`src/design/dec_cfg.svh`:
```
`ifndef DEC_CFG_SVH
`define DEC_CFG_SVH

// Fetch bundle holds two 32-bit instructions
`define FETCH_W 64
`define INSN_W  32

// Word PC, bits 31:2 of the byte address
`define PC_W    30

`define XLEN    32
`define REG_AW  5

// Exception cause width, matches mcause low bits
`define EXCP_W  4

`endif
```
`src/design/dec_pkg.sv`:
```
`include "dec_cfg.svh"

package dec_pkg;

    // Major opcode, instruction bits 6:2
    typedef enum logic [4:0] {
        LOAD     = 5'b00000,
        MISC_MEM = 5'b00011,
        OP_IMM   = 5'b00100,
        AUIPC    = 5'b00101,
        STORE    = 5'b01000,
        OP       = 5'b01100,
        LUI      = 5'b01101,
        BRANCH   = 5'b11000,
        JALR     = 5'b11001,
        JAL      = 5'b11011,
        SYSTEM   = 5'b11100
    } opcode_e;

    // Execution class handed to rename
    typedef enum logic [2:0] {
        UNIT_NONE   = 3'd0,
        UNIT_ALU    = 3'd1,
        UNIT_BRANCH = 3'd2,
        UNIT_LOAD   = 3'd3,
        UNIT_STORE  = 3'd4,
        UNIT_CSR    = 3'd5,
        UNIT_FENCE  = 3'd6
    } unit_e;

    typedef enum logic [2:0] {
        IMM_NONE = 3'd0,
        IMM_I    = 3'd1,
        IMM_S    = 3'd2,
        IMM_B    = 3'd3,
        IMM_U    = 3'd4,
        IMM_J    = 3'd5
    } imm_fmt_e;

    // Causes as encoded in mcause
    typedef enum logic [`EXCP_W-1:0] {
        EXC_NONE       = 0,
        EXC_ILLEGAL    = 2,
        EXC_BREAKPOINT = 3,
        EXC_ECALL_U    = 8,
        EXC_ECALL_M    = 11
    } excp_code_e;

endpackage

```
`src/design/dual_decode.sv`:
```
`timescale 1ns/1ps
`include "dec_cfg.svh"

module dual_decode (
    input  logic                cpu_clk_i,
    input  logic                rst_n_i,
    input  logic                flush_i,
    input  logic                priv_machine_i,
    input  logic                fetch_valid_i,
    input  logic [`FETCH_W-1:0] fetch_bundle_i,
    input  logic [`PC_W-1:0]    fetch_pc_i,
    input  logic                rn_busy_i,
    output logic                busy_o,
    output logic                valid_o,
    output logic [`PC_W-1:0]    bundle_pc_o,
    output logic                slot1_valid_o,
    output dec_pkg::unit_e      ins0_unit_o, ins1_unit_o,
    output logic [3:0]          ins0_alu_op_o, ins1_alu_op_o,
    output logic [`REG_AW-1:0]  ins0_rs1_o, ins0_rs2_o, ins0_rd_o,
    output logic [`REG_AW-1:0]  ins1_rs1_o, ins1_rs2_o, ins1_rd_o,
    output logic                ins0_rd_write_o, ins1_rd_write_o,
    output logic [`XLEN-1:0]    ins0_imm_o, ins1_imm_o,
    output logic                ins0_excp_valid_o, ins1_excp_valid_o,
    output dec_pkg::excp_code_e ins0_excp_code_o, ins1_excp_code_o
);
    import dec_pkg::*;

    logic                sk_valid;
    logic [`FETCH_W-1:0] sk_bundle;
    logic [`PC_W-1:0]    sk_pc;
    logic [`INSN_W-1:0]  insn0;
    logic [`INSN_W-1:0]  insn1;
    logic                slot1_valid;

    unit_e               d0_unit, d1_unit;
    logic [3:0]          d0_alu_op, d1_alu_op;
    logic [`REG_AW-1:0]  d0_rs1, d0_rs2, d0_rd;
    logic [`REG_AW-1:0]  d1_rs1, d1_rs2, d1_rd;
    logic                d0_rd_write, d1_rd_write;
    logic [`XLEN-1:0]    d0_imm, d1_imm;
    logic                d0_excp_valid, d1_excp_valid;
    excp_code_e          d0_excp_code, d1_excp_code;

    fetch_skid_buffer u_skid (
        .cpu_clk_i    (cpu_clk_i),
        .rst_n_i      (rst_n_i),
        .flush_i      (flush_i),
        .rn_busy_i    (rn_busy_i),
        .in_valid_i   (fetch_valid_i),
        .in_bundle_i  (fetch_bundle_i),
        .in_pc_i      (fetch_pc_i),
        .out_valid_o  (sk_valid),
        .out_bundle_o (sk_bundle),
        .out_pc_o     (sk_pc),
        .busy_o       (busy_o)
    );

    // An odd PC enters mid-bundle, so only the upper word is live
    assign insn0       = sk_pc[0] ? sk_bundle[`FETCH_W-1:`INSN_W] : sk_bundle[`INSN_W-1:0];
    assign insn1       = sk_bundle[`FETCH_W-1:`INSN_W];
    assign slot1_valid = ~sk_pc[0];

    rv_slot_decoder u_dec0 (
        .insn_i (insn0), .priv_machine_i (priv_machine_i),
        .unit_o (d0_unit), .alu_op_o (d0_alu_op),
        .rs1_o (d0_rs1), .rs2_o (d0_rs2), .rd_o (d0_rd),
        .rd_write_o (d0_rd_write), .imm_o (d0_imm),
        .excp_valid_o (d0_excp_valid), .excp_code_o (d0_excp_code)
    );

    rv_slot_decoder u_dec1 (
        .insn_i (insn1), .priv_machine_i (priv_machine_i),
        .unit_o (d1_unit), .alu_op_o (d1_alu_op),
        .rs1_o (d1_rs1), .rs2_o (d1_rs2), .rd_o (d1_rd),
        .rd_write_o (d1_rd_write), .imm_o (d1_imm),
        .excp_valid_o (d1_excp_valid), .excp_code_o (d1_excp_code)
    );

    decode_bundle_reg u_out (
        .cpu_clk_i (cpu_clk_i), .rst_n_i (rst_n_i),
        .flush_i (flush_i), .rn_busy_i (rn_busy_i),
        .in_valid_i (sk_valid), .in_pc_i (sk_pc), .slot1_valid_i (slot1_valid),
        .s0_unit_i (d0_unit), .s0_alu_op_i (d0_alu_op),
        .s0_rs1_i (d0_rs1), .s0_rs2_i (d0_rs2), .s0_rd_i (d0_rd),
        .s0_rd_write_i (d0_rd_write), .s0_imm_i (d0_imm),
        .s0_excp_valid_i (d0_excp_valid), .s0_excp_code_i (d0_excp_code),
        .s1_unit_i (d1_unit), .s1_alu_op_i (d1_alu_op),
        .s1_rs1_i (d1_rs1), .s1_rs2_i (d1_rs2), .s1_rd_i (d1_rd),
        .s1_rd_write_i (d1_rd_write), .s1_imm_i (d1_imm),
        .s1_excp_valid_i (d1_excp_valid), .s1_excp_code_i (d1_excp_code),
        .valid_o (valid_o), .bundle_pc_o (bundle_pc_o), .slot1_valid_o (slot1_valid_o),
        .s0_unit_o (ins0_unit_o), .s0_alu_op_o (ins0_alu_op_o),
        .s0_rs1_o (ins0_rs1_o), .s0_rs2_o (ins0_rs2_o), .s0_rd_o (ins0_rd_o),
        .s0_rd_write_o (ins0_rd_write_o), .s0_imm_o (ins0_imm_o),
        .s0_excp_valid_o (ins0_excp_valid_o), .s0_excp_code_o (ins0_excp_code_o),
        .s1_unit_o (ins1_unit_o), .s1_alu_op_o (ins1_alu_op_o),
        .s1_rs1_o (ins1_rs1_o), .s1_rs2_o (ins1_rs2_o), .s1_rd_o (ins1_rd_o),
        .s1_rd_write_o (ins1_rd_write_o), .s1_imm_o (ins1_imm_o),
        .s1_excp_valid_o (ins1_excp_valid_o), .s1_excp_code_o (ins1_excp_code_o)
    );

endmodule

```
`src/design/decode_bundle_reg.sv`:
```
`timescale 1ns/1ps
`include "dec_cfg.svh"

module decode_bundle_reg (
    input  logic                cpu_clk_i,
    input  logic                rst_n_i,
    input  logic                flush_i,
    input  logic                rn_busy_i,
    input  logic                in_valid_i,
    input  logic [`PC_W-1:0]    in_pc_i,
    input  logic                slot1_valid_i,
    input  dec_pkg::unit_e      s0_unit_i, s1_unit_i,
    input  logic [3:0]          s0_alu_op_i, s1_alu_op_i,
    input  logic [`REG_AW-1:0]  s0_rs1_i, s0_rs2_i, s0_rd_i,
    input  logic [`REG_AW-1:0]  s1_rs1_i, s1_rs2_i, s1_rd_i,
    input  logic                s0_rd_write_i, s1_rd_write_i,
    input  logic [`XLEN-1:0]    s0_imm_i, s1_imm_i,
    input  logic                s0_excp_valid_i, s1_excp_valid_i,
    input  dec_pkg::excp_code_e s0_excp_code_i, s1_excp_code_i,
    output logic                valid_o,
    output logic [`PC_W-1:0]    bundle_pc_o,
    output logic                slot1_valid_o,
    output dec_pkg::unit_e      s0_unit_o, s1_unit_o,
    output logic [3:0]          s0_alu_op_o, s1_alu_op_o,
    output logic [`REG_AW-1:0]  s0_rs1_o, s0_rs2_o, s0_rd_o,
    output logic [`REG_AW-1:0]  s1_rs1_o, s1_rs2_o, s1_rd_o,
    output logic                s0_rd_write_o, s1_rd_write_o,
    output logic [`XLEN-1:0]    s0_imm_o, s1_imm_o,
    output logic                s0_excp_valid_o, s1_excp_valid_o,
    output dec_pkg::excp_code_e s0_excp_code_o, s1_excp_code_o
);

    logic load_en;

    // Rename takes a bundle on every edge it is not busy
    assign load_en = !rn_busy_i && in_valid_i;

    always_ff @(posedge cpu_clk_i) begin
        if (!rst_n_i || flush_i) begin
            valid_o <= 1'b0;
        end else if (!rn_busy_i) begin
            valid_o <= in_valid_i;
        end
    end

    always_ff @(posedge cpu_clk_i) begin
        if (load_en) begin
            bundle_pc_o     <= in_pc_i;
            slot1_valid_o   <= slot1_valid_i;
            s0_unit_o       <= s0_unit_i;
            s0_alu_op_o     <= s0_alu_op_i;
            s0_rs1_o        <= s0_rs1_i;
            s0_rs2_o        <= s0_rs2_i;
            s0_rd_o         <= s0_rd_i;
            s0_rd_write_o   <= s0_rd_write_i;
            s0_imm_o        <= s0_imm_i;
            s0_excp_valid_o <= s0_excp_valid_i;
            s0_excp_code_o  <= s0_excp_code_i;
            s1_unit_o       <= s1_unit_i;
            s1_alu_op_o     <= s1_alu_op_i;
            s1_rs1_o        <= s1_rs1_i;
            s1_rs2_o        <= s1_rs2_i;
            s1_rd_o         <= s1_rd_i;
            s1_rd_write_o   <= s1_rd_write_i;
            s1_imm_o        <= s1_imm_i;
            s1_excp_valid_o <= s1_excp_valid_i;
            s1_excp_code_o  <= s1_excp_code_i;
        end
    end

endmodule

```
`src/design/rv_slot_decoder.sv`:
```
`timescale 1ns/1ps
`include "dec_cfg.svh"

module rv_slot_decoder (
    input  logic [`INSN_W-1:0] insn_i,
    input  logic               priv_machine_i,
    output dec_pkg::unit_e     unit_o,
    output logic [3:0]         alu_op_o,
    output logic [`REG_AW-1:0] rs1_o,
    output logic [`REG_AW-1:0] rs2_o,
    output logic [`REG_AW-1:0] rd_o,
    output logic               rd_write_o,
    output logic [`XLEN-1:0]   imm_o,
    output logic               excp_valid_o,
    output dec_pkg::excp_code_e excp_code_o
);
    import dec_pkg::*;

    opcode_e    opc;
    unit_e      unit_raw;
    imm_fmt_e   fmt;
    logic [2:0] funct3;
    logic [6:0] funct7;
    logic       writes_rd;
    logic       illegal;
    logic       sys_priv;
    logic       is_ecall;
    logic       is_ebreak;
    logic       is_mret;
    logic       alt_op;

    assign opc    = opcode_e'(insn_i[6:2]);
    assign funct3 = insn_i[14:12];
    assign funct7 = insn_i[31:25];

    assign rs1_o = insn_i[19:15];
    assign rs2_o = insn_i[24:20];
    assign rd_o  = insn_i[11:7];

    // Privileged forms are matched on everything above the opcode
    assign is_ecall  = insn_i[31:7] == 25'h0000000;
    assign is_ebreak = insn_i[31:7] == 25'h0002000;
    assign is_mret   = insn_i[31:7] == {12'h302, 13'h0000};

    always_comb begin
        unit_raw  = UNIT_NONE;
        fmt       = IMM_NONE;
        writes_rd = 1'b0;
        illegal   = 1'b0;
        sys_priv  = 1'b0;
        case (opc)
            LOAD: begin
                unit_raw  = UNIT_LOAD;
                fmt       = IMM_I;
                writes_rd = 1'b1;
                illegal   = funct3[2:1] == 2'b11;
            end
            MISC_MEM: unit_raw = UNIT_FENCE;
            OP_IMM: begin
                unit_raw  = UNIT_ALU;
                fmt       = IMM_I;
                writes_rd = 1'b1;
            end
            AUIPC, LUI: begin
                unit_raw  = UNIT_ALU;
                fmt       = IMM_U;
                writes_rd = 1'b1;
            end
            STORE: begin
                unit_raw = UNIT_STORE;
                fmt      = IMM_S;
                illegal  = funct3 > 3'd2;
            end
            OP: begin
                // Base ISA only, SUB and SRA use funct7 0x20
                unit_raw  = UNIT_ALU;
                writes_rd = 1'b1;
                illegal   = !((funct7 == 7'h00) ||
                              ((funct7 == 7'h20) && (funct3 == 3'd0 || funct3 == 3'd5)));
            end
            BRANCH: begin
                unit_raw = UNIT_BRANCH;
                fmt      = IMM_B;
                illegal  = funct3[2:1] == 2'b01;
            end
            JALR: begin
                unit_raw  = UNIT_BRANCH;
                fmt       = IMM_I;
                writes_rd = 1'b1;
                illegal   = funct3 != 3'd0;
            end
            JAL: begin
                unit_raw  = UNIT_BRANCH;
                fmt       = IMM_J;
                writes_rd = 1'b1;
            end
            SYSTEM: begin
                if (funct3 == 3'd0) begin
                    sys_priv = 1'b1;
                    illegal  = !(is_ecall || is_ebreak || is_mret) ||
                               (is_mret && !priv_machine_i);
                end else begin
                    unit_raw  = UNIT_CSR;
                    fmt       = IMM_I;
                    writes_rd = 1'b1;
                end
            end
            default: illegal = 1'b1;
        endcase
        // Compressed or reserved encodings
        if (insn_i[1:0] != 2'b11) begin
            illegal = 1'b1;
        end
    end

    // Bit 30 selects SUB/SRA, and SRAI among the immediate shifts
    assign alt_op   = (opc == OP) || ((opc == OP_IMM) && (funct3 == 3'b101));
    assign alu_op_o = {alt_op & insn_i[30], funct3};

    assign unit_o     = illegal ? UNIT_NONE : unit_raw;
    assign rd_write_o = writes_rd && !illegal && (rd_o != '0);

    assign excp_valid_o = illegal || (sys_priv && (is_ecall || is_ebreak));

    always_comb begin
        if (illegal) begin
            excp_code_o = EXC_ILLEGAL;
        end else if (sys_priv && is_ecall) begin
            excp_code_o = priv_machine_i ? EXC_ECALL_M : EXC_ECALL_U;
        end else if (sys_priv && is_ebreak) begin
            excp_code_o = EXC_BREAKPOINT;
        end else begin
            excp_code_o = EXC_NONE;
        end
    end

    imm_gen u_imm (
        .insn_i (insn_i),
        .fmt_i  (fmt),
        .imm_o  (imm_o)
    );

endmodule

```
`src/design/imm_gen.sv`:
```
`timescale 1ns/1ps
`include "dec_cfg.svh"

module imm_gen (
    input  logic [`INSN_W-1:0] insn_i,
    input  dec_pkg::imm_fmt_e  fmt_i,
    output logic [`XLEN-1:0]   imm_o
);
    import dec_pkg::*;

    logic [`XLEN-1:0] imm_i_type;
    logic [`XLEN-1:0] imm_s_type;
    logic [`XLEN-1:0] imm_b_type;
    logic [`XLEN-1:0] imm_u_type;
    logic [`XLEN-1:0] imm_j_type;
    logic             sign;

    assign sign = insn_i[31];

    assign imm_i_type = {{20{sign}}, insn_i[31:20]};
    assign imm_s_type = {{20{sign}}, insn_i[31:25], insn_i[11:7]};
    // Branch and jump offsets are in halfwords, bit 0 always clear
    assign imm_b_type = {{20{sign}}, insn_i[7], insn_i[30:25], insn_i[11:8], 1'b0};
    assign imm_j_type = {{12{sign}}, insn_i[19:12], insn_i[20], insn_i[30:21], 1'b0};
    assign imm_u_type = {insn_i[31:12], 12'h000};

    always_comb begin
        case (fmt_i)
            IMM_I:   imm_o = imm_i_type;
            IMM_S:   imm_o = imm_s_type;
            IMM_B:   imm_o = imm_b_type;
            IMM_U:   imm_o = imm_u_type;
            IMM_J:   imm_o = imm_j_type;
            default: imm_o = '0;
        endcase
    end

endmodule

```
`src/design/fetch_skid_buffer.sv`:
```
`timescale 1ns/1ps
`include "dec_cfg.svh"

module fetch_skid_buffer (
    input  logic                cpu_clk_i,
    input  logic                rst_n_i,
    input  logic                flush_i,
    input  logic                rn_busy_i,
    input  logic                in_valid_i,
    input  logic [`FETCH_W-1:0] in_bundle_i,
    input  logic [`PC_W-1:0]    in_pc_i,
    output logic                out_valid_o,
    output logic [`FETCH_W-1:0] out_bundle_o,
    output logic [`PC_W-1:0]    out_pc_o,
    output logic                busy_o
);

    logic                spare_valid;
    logic [`FETCH_W-1:0] spare_bundle;
    logic [`PC_W-1:0]    spare_pc;
    logic                accept;

    // Fetch is only refused while the spare entry is full
    assign accept = in_valid_i & ~spare_valid;
    assign busy_o = spare_valid;

    always_ff @(posedge cpu_clk_i) begin
        if (!rst_n_i || flush_i) begin
            out_valid_o <= 1'b0;
            spare_valid <= 1'b0;
        end else if (!rn_busy_i) begin
            // Main entry drains this edge, spare moves up first
            out_valid_o <= spare_valid | accept;
            spare_valid <= 1'b0;
        end else if (accept) begin
            if (out_valid_o) begin
                spare_valid <= 1'b1;
            end else begin
                out_valid_o <= 1'b1;
            end
        end
    end

    // Payload follows the same steering as the valid bits
    always_ff @(posedge cpu_clk_i) begin
        if (!rn_busy_i) begin
            if (spare_valid) begin
                out_bundle_o <= spare_bundle;
                out_pc_o     <= spare_pc;
            end else if (accept) begin
                out_bundle_o <= in_bundle_i;
                out_pc_o     <= in_pc_i;
            end
        end else if (accept) begin
            if (out_valid_o) begin
                spare_bundle <= in_bundle_i;
                spare_pc     <= in_pc_i;
            end else begin
                out_bundle_o <= in_bundle_i;
                out_pc_o     <= in_pc_i;
            end
        end
    end

endmodule

```
`config.mk`:
```
export PLATFORM = sky130hd
export DESIGN_NAME = dual_decode
export DESIGN_NICKNAME = d
export VERILOG_FILES = /design/src/design/dec_pkg.sv /design/src/design/dual_decode.sv /design/src/design/decode_bundle_reg.sv /design/src/design/rv_slot_decoder.sv /design/src/design/imm_gen.sv /design/src/design/fetch_skid_buffer.sv
export VERILOG_INCLUDE_DIRS = /design/src /design/src/design
export SDC_FILE = /design/constraint.sdc
export NUM_CORES = 1
export LEC_CHECK = 0
export ABC_CLOCK_PERIOD_IN_PS = 13140
export BUFFER_PORTS_ARGS = -buffer_cell sky130_fd_sc_hd__buf_2
export CORE_UTILIZATION = 55
export CTS_CLUSTER_DIAMETER = 50
export CTS_CLUSTER_SIZE = 25
export DETAILED_ROUTE_END_ITERATION = 10
export GPL_TIMING_DRIVEN = 0
export PLACE_DENSITY_LB_ADDON = 0.12
export SKIP_LAST_GASP = 1
export SLEW_MARGIN = 5
export SYNTH_ARGS = -nofsm -noshare
export SYNTH_HDL_FRONTEND = slang
export SYNTH_SLANG_ARGS = --single-unit
```
`constraint.sdc`:
```
create_clock -name cpu_clk_i -period 13.14 [get_ports cpu_clk_i]
set_input_delay 2.628 -clock cpu_clk_i [delete_from_list [all_inputs] [get_ports cpu_clk_i]]
set_output_delay 2.628 -clock cpu_clk_i [all_outputs]
set_load 0.02 [all_outputs]
```
==> flow_summary.yaml <==
status:
  status: "finished, final reports clean"
global_route:
  use_met1_pct: 33.1
  grt.total_usage_pct: 24.1
  grt_max_degree: 55
  grt_pass1_wl_mm: 45.9
  grtUsageMet2_pct: 39.0
  grt_pass1_vias: 7865
  grt-busiest-layer: "met2"
  grt_overflow: 0
  antenna_found_initial: 1
  met3_usage_pct: 5.37
final_layout:
  drive_gt1_share_pct: 40.2
  syn2layout_area_growth_pct: 21.2
  antennaDiodeCount: 0
  final_net_count: 1199
  final_common_cell: "edfxtp_1"
  final_cell_mix: "edfxtp_1 (337), buf_2 (258), mux2_2 (111)"
yosys:
  synth_cell_types: 70
  async_reset_ff_share_pct: 0
  avgSynthCellArea_um2: 16.7
  ys_ff_latch: 340
  syn_area_um2: 13600
  synth_warnings: 0
  synthCells: 810
  seq_area_frac_synth_pct: 75.0
  synth_flop_cell: "edfxtp_1"
  synth_edf_count: 337
route:
  viasPerCell: 5.55
  wirelength_mm: 30.6
  dr.pass1.iters: 5
  drc: 0
  drt_iter0_markers: 725
  drtAntennaViolNets: 0
  vias: 8027
  wl_per_cell_um: 21.2
setup_path:
  worstSetupPathType: "in2reg"
  path_cells: "buf_2 > nor2b_1 > clkbuf_1 > buf_1 > clkbuf_1 > mux2_2"
  cp-start-kind: "input pin"
  cp_max_fo: 10
  critPathSlowestCell: "clkbuf_1"
  critPathTopFamily: "buffers and inverters"
  critPathCaptureType: "register"
  cpPeakStageDelay_ps: 550
  path_buf_inv: 4
  crit_top_cell: "clkbuf_1"
  crit_required_ps: 13460
  crit_arrival_ps: 4610
timing:
  tns_ps: 0
  skew_ps: 13.7
  maxSlewViolCount: 0
  finalCritPeriodShare_pct: 32.7
  timing.fmax_mhz: 233
  timing.final.crit_period_ps: 4300
  relSlewSlack_pct: 42.1
  rsz0062_at_grt: "no"
  setup_slack_ps: 8840
  hold_viol: 0
  tightest_slew_ps: 844
  finalSetupViolCount: 0
worst_hold_path:
  worstHoldPathType: "reg2reg"
die:
  dieArea_um2: 25300
  ios: 253
  rows: 57
  fp.dieW_um: 159
  die_h_um: 159
  start_util_pct: 55.9
  core_um2: 24200
clocking:
  path_clk_slew_ps: 70
  insertion_delay_ps: 560
  clockRootBuffer: "clkbuf_16"
  clk_path_buf_depth: 3
  hold_buffers: 0
  post-cts-setup-buffer-count: 0
  cts_tree: "done"
  cts_resized: 0
  cts_sinks: 340
  cts-htree-levels: 1
  numCtsBuffers: 29
power_and_ir_drop:
  p_leak_nw: 5.95
  power.density_nw_per_um2: 142
  vdd_ir_drop_max_mv: 0.126
place:
  pre_cts_ws_ps: 8230
  io_buffers: 250
  gp_congestion: 0.929
  hpwlAfterDp_mm: 21.8
run:
  maxCapViolations: 0
[registers in the layout, indices dropped and copies added, names as in the netlist, 3 cells and up]
| register | cells |
|---|---|
| u_out.s1_alu_op_o | 4 |
| u_out.s1_imm_o | 32 |
| u_out.s0_alu_op_o | 4 |
| u_skid.out_pc_o | 30 |
| u_out.s1_rs1_o | 5 |
| u_out.s0_imm_o | 32 |
| u_skid.out_bundle_o | 64 |
| u_out.s0_unit_o | 3 |
| u_out.bundle_pc_o | 30 |
| u_out.s1_rd_o | 5 |
| u_skid.spare_pc | 30 |
| u_out.s0_rs1_o | 5 |
| u_out.s1_rs2_o | 5 |
| u_out.s1_unit_o | 3 |
| u_out.s1_excp_code_o | 3 |
| u_skid.spare_bundle | 64 |
| u_out.s0_excp_code_o | 3 |
| u_out.s0_rd_o | 5 |
| u_out.s0_rs2_o | 5 |
[worst paths after layout]
path                            depth (start not counted)                    start  slack, ps                      end
worst max-delay path                                    6                rn_busy_i       8840  u_skid.out_bundle_o[46]
worst min register to register                          0       u_skid.out_pc_o[1]        420     u_out.bundle_pc_o[1]
worst max register to register                          7  u_skid.out_bundle_o[34]       9900      u_out.s0_rd_write_o
worst min-delay path                                    0       u_skid.out_pc_o[1]        420     u_out.bundle_pc_o[1]
[cell usage after synthesis, types with 3 or more instances]
| cell type | instances | share of area (%) |
|---|---|---|
| nor4_1 | 6 | 0.28 |
| nand2_1 | 32 | 0.89 |
| a31oi_1 | 8 | 0.37 |
| nand4_1 | 3 | 0.14 |
| nor3_1 | 17 | 0.63 |
| and3_1 | 8 | 0.37 |
| a21o_1 | 18 | 1.0 |
| o21ba_2 | 5 | 0.37 |
| o21bai_1 | 5 | 0.28 |
| edfxtp_1 | 337 | 75 |
| nand2b_1 | 9 | 0.42 |
| inv_1 | 16 | 0.44 |
| nand3_1 | 8 | 0.30 |
| or3_1 | 3 | 0.14 |
| o21ai_0 | 26 | 0.96 |
| and2_1 | 10 | 0.46 |
| nor2b_1 | 6 | 0.28 |
| nor3b_1 | 4 | 0.22 |
| a22o_1 | 8 | 0.52 |
| buf_2 | 8 | 0.30 |
| o21a_1 | 3 | 0.17 |
| mux2_2 | 111 | 9.2 |
| a21oi_1 | 22 | 0.81 |
| a21boi_0 | 3 | 0.17 |
| nor2_1 | 39 | 1.1 |
| mux2i_1 | 16 | 1.2 |
| buf_1 | 6 | 0.17 |
| dfxtp_1 | 3 | 0.44 |
| or2_2 | 3 | 0.14 |
| clkbuf_1 | 20 | 0.55 |
[power by group]
group / leakage, nW / internal [W] / switching [W]
Sequential: 3.10 / 0.00123 / 0.0000195
Combinational: 2.36 / 0.0000627 / 0.000100
Clock: 0.491 / 0.000500 / 0.000415
[cell type report]
class                      instances  area (um2)
sequential                       340       10200
tap                              324         405
fill                            1758        7810
clock buffer                      29         726
clock inverter                    25         307
inverter                          16        60.1
timing repair buffer             257        1410
multi-input combinational        418        3180
buffer                            37         164
[per-stage QoR]
| stage | cells | utilization (%) | hold WS [ps] | cell area [um2] | power (W) |
|---|---|---|---|---|---|
| after floorplan | 811 | - | 400 | 13600 | 0.00137 |
| after global placement | 1385 | 62.8 | 400 | 15200 | 0.00144 |
| after detailed placement | 1392 | 63.5 | 405 | 15400 | 0.00144 |
| after CTS | 1446 | 67.8 | 421 | 16400 | 0.00235 |
| after global routing | 1446 | 67.8 | 424 | 16400 | 0.00240 |
| final | 1446 | 67.8 | 420 | 16400 | 0.00233 |
[kinds of logic (layout without fill, tap and decap cells)]
group | count (synthesis) | count (layout) | synth area share, %
xor gates and xnor gates | 2 | 2 | 0.129
AOI/OAI and AO/OA | 124 | 124 | 6.25
other | 1 | 2 | 0.0276
DFF | 340 | 340 | 75.0
buffers and inverters | 53 | 364 | 1.65
and+or+nand+nor | 162 | 162 | 6.42
muxes | 128 | 128 | 10.5
[metal layers]
layer | wire [um] | vias up | part of all wire [%]
met4 | 689 | 2 | 2.3
met1 | 12900 | 3866 | 42
met5 | 12 | - | 0.039
met3 | 2590 | 49 | 8.5
met2 | 14400 | 367 | 47
li1 | - | 3743 | -
Note: power is estimated with default switching activity, not from simulation.
